==> src/include/eth_tx_params.svh <==
`ifndef ETH_TX_PARAMS_SVH
`define ETH_TX_PARAMS_SVH

// ----------------------------------------
// packet ring
// ----------------------------------------
`define ETH_PACKET_SIZE     64
`define ETH_ADDR_W          6
`define ETH_LEN_W           7      // must hold ETH_PACKET_SIZE itself
`define ETH_RING_DEPTH      4
`define ETH_SLOT_W          2

// ----------------------------------------
// frame layout
// ----------------------------------------
`define ETH_PREAMBLE_BYTES  7
`define ETH_PREAMBLE_BYTE   8'h55
`define ETH_SFD_BYTE        8'hD5
`define ETH_FCS_BYTES       4
`define ETH_GAP_CYCLES      12     // idle cycles between frames

`endif

==> src/design/eth_tx_pkg.sv <==
`include "eth_tx_params.svh"

package eth_tx_pkg;

    typedef logic [7:0]               byte_t;
    typedef logic [`ETH_ADDR_W-1:0]   pkt_addr_t;
    typedef logic [`ETH_LEN_W-1:0]    pkt_len_t;
    typedef logic [`ETH_SLOT_W-1:0]   slot_t;    // wraps around the ring by itself

    // host operations, all on the same start strobe
    typedef enum logic [1:0] {
        OP_WRITE,
        OP_WRITE_LEN,
        OP_WRITE_NEXT
    } host_op_t;

    typedef enum logic [2:0] {
        TX_IDLE,
        TX_PREAMBLE,
        TX_SFD,
        TX_DATA,
        TX_FCS,
        TX_GAP
    } tx_state_t;

endpackage

==> src/design/host_port.sv <==
`timescale 1ns/1ns
`include "eth_tx_params.svh"

module host_port import eth_tx_pkg::*; (
    input  logic      clock,
    input  logic      reset,
    input  logic      start,
    input  host_op_t  op,
    input  pkt_len_t  address,     // one bit wider than a slot address for the bounds check
    input  byte_t     value,
    input  pkt_len_t  fill_len,
    input  slot_t     send_ptr,
    output logic      done,
    output pkt_len_t  result,
    output slot_t     fill_ptr,
    output logic      byte_we,
    output pkt_addr_t byte_addr,
    output byte_t     byte_data,
    output logic      len_we,
    output pkt_len_t  len_data
);

    logic     clear_pending;   // new slot length still to be zeroed
    logic     in_range;
    logic     wr_op;
    logic     grow;
    logic     ring_full;
    pkt_len_t cur_len;
    pkt_len_t new_len;

    assign in_range  = address < `ETH_PACKET_SIZE;
    assign new_len   = address + 1'b1;
    assign cur_len   = clear_pending ? '0 : fill_len;
    assign wr_op     = start && (op == OP_WRITE) && in_range;
    assign grow      = wr_op && (new_len > cur_len);
    assign ring_full = slot_t'(fill_ptr + 1'b1) == send_ptr;

    assign byte_we   = wr_op;
    assign byte_addr = address[`ETH_ADDR_W-1:0];
    assign byte_data = value;
    assign len_we    = grow || clear_pending;
    assign len_data  = grow ? new_len : '0;   // a write right after a commit wins over the clear

    always_ff @(posedge clock) begin
        if (reset) begin
            done          <= 1'b0;
            result        <= '0;
            fill_ptr      <= '0;
            clear_pending <= 1'b0;
        end else begin
            done          <= start;
            clear_pending <= 1'b0;
            if (start) begin
                case (op)
                    OP_WRITE:     result <= in_range ? pkt_len_t'(0) : pkt_len_t'(1);
                    OP_WRITE_LEN: result <= cur_len;
                    OP_WRITE_NEXT: begin
                        if (ring_full) begin
                            result <= pkt_len_t'(1);
                        end else begin
                            result        <= '0;
                            fill_ptr      <= fill_ptr + 1'b1;
                            clear_pending <= 1'b1;
                        end
                    end
                    default:      result <= '0;
                endcase
            end
        end
    end

endmodule

==> src/design/packet_ring.sv <==
`timescale 1ns/1ns
`include "eth_tx_params.svh"

module packet_ring import eth_tx_pkg::*; (
    input  logic      clock,
    input  logic      reset,
    input  slot_t     fill_ptr,
    input  logic      byte_we,
    input  pkt_addr_t byte_addr,
    input  byte_t     byte_data,
    input  logic      len_we,
    input  pkt_len_t  len_data,
    input  slot_t     rd_slot,
    input  pkt_addr_t rd_addr,
    output pkt_len_t  fill_len,
    output pkt_len_t  rd_len,
    output byte_t     rd_data
);

    // ----------------------------------------
    // storage
    // ----------------------------------------
    byte_t    slot_mem  [0:`ETH_RING_DEPTH-1][0:`ETH_PACKET_SIZE-1];
    pkt_len_t len_table [0:`ETH_RING_DEPTH-1];

    // host side always writes into the slot being filled
    always_ff @(posedge clock) begin
        if (byte_we) begin
            slot_mem[fill_ptr][byte_addr] <= byte_data;
        end
    end

    always_ff @(posedge clock) begin
        if (reset) begin
            for (int i = 0; i < `ETH_RING_DEPTH; i++) begin
                len_table[i] <= '0;
            end
        end else if (len_we) begin
            len_table[fill_ptr] <= len_data;
        end
    end

    // ----------------------------------------
    // read ports
    // ----------------------------------------
    assign fill_len = len_table[fill_ptr];
    assign rd_len   = len_table[rd_slot];   // transmit side
    assign rd_data  = slot_mem[rd_slot][rd_addr];

endmodule

==> src/design/tx_phase_counter.sv <==
`timescale 1ns/1ns
`include "eth_tx_params.svh"

module tx_phase_counter import eth_tx_pkg::*; (
    input  logic     clock,
    input  logic     reset,
    input  logic     clear,
    input  pkt_len_t limit,
    output pkt_len_t count,
    output logic     last
);

    logic [`ETH_LEN_W:0] count_inc;   // extra bit so the compare never wraps

    assign count_inc = count + 1'b1;

    // also true straight away for a limit of zero or one
    assign last = count_inc >= {1'b0, limit};

    always_ff @(posedge clock) begin
        if (reset || clear) begin
            count <= '0;
        end else begin
            count <= count_inc[`ETH_LEN_W-1:0];
        end
    end

endmodule

==> src/design/fcs_crc32.sv <==
`timescale 1ns/1ns
`include "eth_tx_params.svh"

module fcs_crc32 import eth_tx_pkg::*; (
    input  logic       clock,
    input  logic       reset,
    input  logic       init,
    input  logic       update,
    input  byte_t      data,
    input  logic [1:0] index,
    output byte_t      fcs_byte
);

    // register kept msb first, bit reversal on the way out gives the reflected crc
    logic [31:0] crc;
    byte_t       crc_sel;

    function automatic logic [31:0] crc_step(input logic [31:0] c_in, input byte_t d);
        logic [31:0] c;
        logic        fb;
        c = c_in;
        for (int i = 0; i < 8; i++) begin   // bit 0 goes on the wire first
            fb = c[31] ^ d[i];
            c  = {c[30:0], 1'b0} ^ (fb ? 32'h04C1_1DB7 : 32'h0);
        end
        return c;
    endfunction

    function automatic byte_t reverse_byte(input byte_t b);
        byte_t r;
        for (int i = 0; i < 8; i++) begin
            r[i] = b[7-i];
        end
        return r;
    endfunction

    always_ff @(posedge clock) begin
        if (reset || init) begin
            crc <= '1;
        end else if (update) begin
            crc <= crc_step(crc, data);
        end
    end

    // ----------------------------------------
    // check byte, least significant first
    // ----------------------------------------
    always_comb begin
        case (index)
            2'd0:    crc_sel = crc[31:24];
            2'd1:    crc_sel = crc[23:16];
            2'd2:    crc_sel = crc[15:8];
            default: crc_sel = crc[7:0];
        endcase
    end

    assign fcs_byte = ~reverse_byte(crc_sel);

endmodule

==> src/design/tx_frame_fsm.sv <==
`timescale 1ns/1ns
`include "eth_tx_params.svh"

module tx_frame_fsm import eth_tx_pkg::*; (
    input  logic       clock,
    input  logic       reset,
    input  slot_t      fill_ptr,
    input  pkt_len_t   rd_len,
    input  byte_t      rd_data,
    input  pkt_len_t   count,
    input  logic       last,
    input  byte_t      fcs_byte,
    output slot_t      send_ptr,
    output slot_t      rd_slot,
    output pkt_addr_t  rd_addr,
    output logic       cnt_clear,
    output pkt_len_t   cnt_limit,
    output logic       crc_init,
    output logic       crc_update,
    output logic [1:0] fcs_index,
    output byte_t      tx_data,
    output logic       tx_en
);

    tx_state_t state;
    tx_state_t state_next;
    byte_t     byte_next;
    logic      en_next;
    logic      pending;

    assign pending    = send_ptr != fill_ptr;
    assign rd_slot    = send_ptr;
    assign rd_addr    = count[`ETH_ADDR_W-1:0];
    assign fcs_index  = count[1:0];
    assign cnt_clear  = last;                    // each phase restarts the count
    assign crc_init   = state == TX_PREAMBLE;
    assign crc_update = state == TX_DATA;

    always_comb begin
        state_next = state;
        cnt_limit  = '0;
        byte_next  = '0;
        en_next    = 1'b1;
        case (state)
            TX_IDLE: begin
                en_next = 1'b0;
                if (pending) state_next = TX_PREAMBLE;
            end
            TX_PREAMBLE: begin
                cnt_limit = pkt_len_t'(`ETH_PREAMBLE_BYTES);
                byte_next = `ETH_PREAMBLE_BYTE;
                if (last) state_next = TX_SFD;
            end
            TX_SFD: begin
                cnt_limit  = pkt_len_t'(1);
                byte_next  = `ETH_SFD_BYTE;
                state_next = (rd_len == '0) ? TX_FCS : TX_DATA;   // empty packet
            end
            TX_DATA: begin
                cnt_limit = rd_len;
                byte_next = rd_data;
                if (last) state_next = TX_FCS;
            end
            TX_FCS: begin
                cnt_limit = pkt_len_t'(`ETH_FCS_BYTES);
                byte_next = fcs_byte;
                if (last) state_next = TX_GAP;
            end
            TX_GAP: begin
                cnt_limit = pkt_len_t'(`ETH_GAP_CYCLES);
                en_next   = 1'b0;
                if (last) state_next = pending ? TX_PREAMBLE : TX_IDLE;
            end
            default: begin
                en_next    = 1'b0;
                state_next = TX_IDLE;
            end
        endcase
    end

    // outputs follow the state by one cycle
    always_ff @(posedge clock) begin
        if (reset) begin
            state    <= TX_IDLE;
            send_ptr <= '0;
            tx_en    <= 1'b0;
            tx_data  <= '0;
        end else begin
            state   <= state_next;
            tx_en   <= en_next;
            tx_data <= byte_next;
            if (state == TX_FCS && last) send_ptr <= send_ptr + 1'b1;
        end
    end

endmodule

==> src/design/eth_tx_top.sv <==
`timescale 1ns/1ns
`include "eth_tx_params.svh"

module eth_tx_top import eth_tx_pkg::*; (
    input  logic     clock,
    input  logic     reset,
    input  logic     start,
    input  host_op_t op,
    input  pkt_len_t address,
    input  byte_t    value,
    output logic     done,
    output pkt_len_t result,
    output byte_t    tx_data,
    output logic     tx_en
);

    slot_t      fill_ptr, send_ptr, rd_slot;
    pkt_len_t   fill_len, len_data, rd_len, count, cnt_limit;
    pkt_addr_t  byte_addr, rd_addr;
    byte_t      byte_data, rd_data, fcs_byte;
    logic       byte_we, len_we, cnt_clear, last, crc_init, crc_update;
    logic [1:0] fcs_index;

    host_port u_host (
        .clock(clock), .reset(reset), .start(start), .op(op),
        .address(address), .value(value), .fill_len(fill_len), .send_ptr(send_ptr),
        .done(done), .result(result), .fill_ptr(fill_ptr), .byte_we(byte_we),
        .byte_addr(byte_addr), .byte_data(byte_data), .len_we(len_we), .len_data(len_data)
    );

    packet_ring u_ring (
        .clock(clock), .reset(reset), .fill_ptr(fill_ptr), .byte_we(byte_we),
        .byte_addr(byte_addr), .byte_data(byte_data), .len_we(len_we), .len_data(len_data),
        .rd_slot(rd_slot), .rd_addr(rd_addr), .fill_len(fill_len), .rd_len(rd_len),
        .rd_data(rd_data)
    );

    tx_phase_counter u_cnt (
        .clock(clock), .reset(reset), .clear(cnt_clear), .limit(cnt_limit),
        .count(count), .last(last)
    );

    // crc sees the same byte that goes out in the data phase
    fcs_crc32 u_crc (
        .clock(clock), .reset(reset), .init(crc_init), .update(crc_update),
        .data(rd_data), .index(fcs_index), .fcs_byte(fcs_byte)
    );

    tx_frame_fsm u_fsm (
        .clock(clock), .reset(reset), .fill_ptr(fill_ptr), .rd_len(rd_len),
        .rd_data(rd_data), .count(count), .last(last), .fcs_byte(fcs_byte),
        .send_ptr(send_ptr), .rd_slot(rd_slot), .rd_addr(rd_addr), .cnt_clear(cnt_clear),
        .cnt_limit(cnt_limit), .crc_init(crc_init), .crc_update(crc_update),
        .fcs_index(fcs_index), .tx_data(tx_data), .tx_en(tx_en)
    );

endmodule

==> config.mk <==
export PLATFORM = sky130hd
export DESIGN_NAME = eth_tx_top
export DESIGN_NICKNAME = d
export VERILOG_FILES = /design/src/design/eth_tx_pkg.sv /design/src/design/host_port.sv /design/src/design/packet_ring.sv /design/src/design/tx_phase_counter.sv /design/src/design/fcs_crc32.sv /design/src/design/tx_frame_fsm.sv /design/src/design/eth_tx_top.sv
export VERILOG_INCLUDE_DIRS = /design/src /design/src/include
export SDC_FILE = /design/constraint.sdc
export NUM_CORES = 2
export LEC_CHECK = 0
export BUFFER_PORTS_ARGS = -buffer_cell sky130_fd_sc_hd__buf_2
export CAP_MARGIN = 0
export CORE_MARGIN = 2
export CORE_UTILIZATION = 40
export CTS_CLUSTER_SIZE = 25
export DETAILED_ROUTE_END_ITERATION = 16
export GPL_ROUTABILITY_DRIVEN = 0
export PLACE_DENSITY = 0.51
export SETUP_SLACK_MARGIN = 0.02
export SLEW_MARGIN = 20
export SYNTH_ARGS = -nofsm -noshare
export SYNTH_HDL_FRONTEND = slang
export SYNTH_SLANG_ARGS = --single-unit
==> constraint.sdc <==
create_clock -name clock -period 8.8 [get_ports clock]
set_input_delay 0 -clock clock [delete_from_list [all_inputs] [get_ports clock]]
set_output_delay 0 -clock clock [all_outputs]
set_load 0.01 [all_outputs]
==> flow_summary.ini <==
[detailed_routing]
routed.top_layer = met5
wirelength_met1_um = 109700
firstDrtPassIters = 6
remaining_drc_errors = 0
wl_met3_um = 18640
drt-wirelength-per-cell_um = 33.75
routed_via_density = 5.906
total_detailed_routing_wirelength_um = 251400
final_antenna_net_count = 0
routed-via-count = 43995
detailroute.wirelength.met2_um = 114500
drt_iter0_markers = 5198

[critical_path]
timing.setup.critical_path_class = flop to flop
worst-endpoint-arrival_ps = 6530
critPathRequiredTime_ps = 9560
worstRegToRegCells = 12
setup.worst_path.end_class = flop
crit_path_max_fanout = 63
worst-r2r-setup-slack_ps = 3030
critical_path.reg2reg.endpoint = u_crc.crc[12]
start_kind = flop

[place]
place.port_buffers = 36
detailedPlacementHpwl_um = 154800

[yosys]
netlist_area_um2 = 85930
synth_flop_cell = edfxtp_1
synth.yosys.seq_area_share = 0.7413
distinct_cell_type_count_after_synthesis = 80
post-synth-top-area-cell = edfxtp_1
synth_top_area_share = 0.7255
number_of_flops_mapped_to_enable_cells_by_yosys = 2076
synth_fp_nets = 4333
postSynthCellCount = 4288
ys_async_sr_fraction = 0
top_cells_by_area_in_the_synthesized_netlist = edfxtp_1 73%, mux4_2 14%, dfxtp_1 1.6%, mux2i_1 1.4%, and3_1 1.1%
number_of_synthesized_register_bits = 2144
avgSynthCellArea_um2 = 20.04
synthesis.yosys.warnings = 0

[clocking]
cts_tree = done
clk_pin_slew_ps = 60
clock_path_buffers = 3
numClockSinks = 2144
cts_buffers = 221
worstSkewPairLatency_ps = 890
ctsResizeCount = 0
cts.htree.levels = 4
cts_post_setup_buffers_inserted = 0
clockRootBuffer = clkbuf_16

[pwr]
p_per_area_nw_per_um2 = 228.4
finalPower_uw = 22080
p_leak_uw = 0.03018
max-vdd-ir-drop_mv = 0.2032

[timing]
maxSlewHeadroom = 0.1555
finClkSkew_ps = 51.03
final-hold-violation-count = 0
setup_total_negative_slack_ps = 0
finalCritPeriodShare = 0.6553
final-setup-viol-count = 0
worst_pin_slew_ps = 1262
grt_setup_unrepaired = false
timing.final.max_slew_violations = 0
finalWorstPathRequiredPeriod_ps = 5766
clock.fmax_mhz = 173.4

[global_route]
grtUsageTotal = 0.2291
first_global_vias = 43587
maximum_number_of_pins_on_one_net_before_global_route_repair = 177
total_grt_overflow = 0
antenna_found_initial = 18
grt_first_pass_wirelength_um = 351200

[die]
io-pin-count = 37
floorplan.die_area_um2 = 218500
core_area_um2 = 214000
rows = 170
fp.dieW_um = 467.5
initial_utilization = 0.4016
chipHeight_um = 467.5

[flow_run]
maxCapViolations = 0

[outcome]
outcome = complete, no violations

[final_layout]
layout-drive-gt1-share = 0.2293
syn2layout_area_growth_pct = 12.52
net_count_reported_at_finish = 4457

[min_path]
timing.hold.worst_endpoint = u_ring.len_table[3][4]
worst_hold_startpoint = address[4]
hold_path.class = input pin to flop
hold-path-cell-count = 6
==> routing by layer <==
| layer | track usage | vias up |
|---|---|---|
| li1 | - | 17905 |
| met2 | 0.3472 | 1833 |
| met5 | 0 | - |
| met1 | 0.3335 | 23876 |
| met3 | 0.04526 | 375 |
| met4 | 0.07410 | 6 |
==> cell type report <==
type | instances | area (um2)
clock inverter | 138 | 1141
tap | 2838 | 3551
clock buffer | 278 | 5827
sequential | 2144 | 63720
fill | 18228 | 117300
timing repair buffer | 164 | 1439
inverter | 35 | 141.4
antenna | 6 | 15.01
multi-input combinational | 1846 | 20850
==> cells in the final DEF, fill, tap and decap left out, drive strengths merged, types with 46 or more instances in the layout <==
| cell type | instances |
|---|---|
| mux2i | 124 |
| clkinv | 116 |
| nor2 | 167 |
| and2 | 80 |
| o21ai | 46 |
| clkbuf | 286 |
| a21oi | 68 |
| and3 | 151 |
| mux4 | 536 |
| edfxtp | 2076 |
| xnor2 | 50 |
| nand2 | 182 |
| buf | 135 |
| dfxtp | 68 |
==> repair_timing <==
| item | in CTS | in global routing |
|---|---|---|
| endpoints found under the setup margin | 0 | 0 |
| hold buffers | 21 | 0 |
| endpoints found under the hold margin | 685 | 0 |
==> synthesized netlist by cell type (37+ instances only) <==
cell	n
and2_1	79
o21ai_0	39
edfxtp_1	2076
nor2b_1	37
nand2_1	182
and3_1	151
dfxtp_1	68
buf_2	67
mux4_2	536
mux2i_1	124
clkbuf_1	120
xnor2_1	41
nor2_1	167
a21oi_1	68
==> metrics by stage <==
stage	setup slack [ps]	instances	hold slack [ps]	cell area, um2	utilization
2_1_floorplan	4686	4288	98.87	85930	-
4_1_cts	3035	7440	3.243	96610	0.4515
3_5_place_dp	3042	7003	364.8	89430	0.4179
5_1_grt	2836	7444	74.49	96670	0.4518
6_report	3034	7449	84.93	96690	0.4518
3_3_place_gp	2862	7003	354.4	89420	0.4179
==> registers in the layout, summed over array words and instances (netlist names), named ones only <==
name                  count
u_fsm.tx_en               1
u_fsm.tx_data             8
u_fsm.state               3
u_host.fill_ptr           2
u_host.clear_pending      1
u_cnt.count               7
u_fsm.rd_slot             2
u_ring.len_table         28
u_ring.slot_mem        2048
u_crc.crc                32
u_host.done               1
u_host.result             7
==> critical path: stages, from the launching register on <==
cell	delay (ps)
dfxtp_4	910
buf_12	470
nor2b_2	1020
a22oi_1	510
a21oi_1	390
nor4_1	140
a211o_1	400
nand4_1	180
xor2_2	450
xnor3_1	500
xor3_1	260
nor4_1	270
nor3_1	80
==> how the worst max path moves through the flow <==
stage	startpoint	to	cells past startpoint
after floorplan	flop	u_cnt.count[2]	20
after global placement	flop	u_crc.crc[12]	12
after detailed placement	flop	u_crc.crc[12]	12
final	flop	u_crc.crc[12]	12
after CTS	flop	u_crc.crc[12]	12
after global routing	flop	u_crc.crc[12]	12
==> kinds of logic (layout without fill, tap and decap cells) <==
logic type      count (synthesis)  after routing  share of synthesized area
xor+xnor                       83             83                    0.01053
mux                           674            674                     0.1568
other cells                     0              6                          0
fa+ha+maj                      25             25                   0.003640
simple gates                  738            738                    0.04344
compound gates                326            326                    0.02687
flops                        2144           2144                     0.7413
buf+inv                       298            615                    0.01744
==> power by group <==
part	internal, uW	total (uW)	switching [uW]	leakage [uW]
Combinational	524	1720	1200	0.00752
Clock	5050	9090	4040	0.00341
Sequential	11200	11300	55.2	0.0192
No activity file was read; power rests on OpenSTA's default activity.
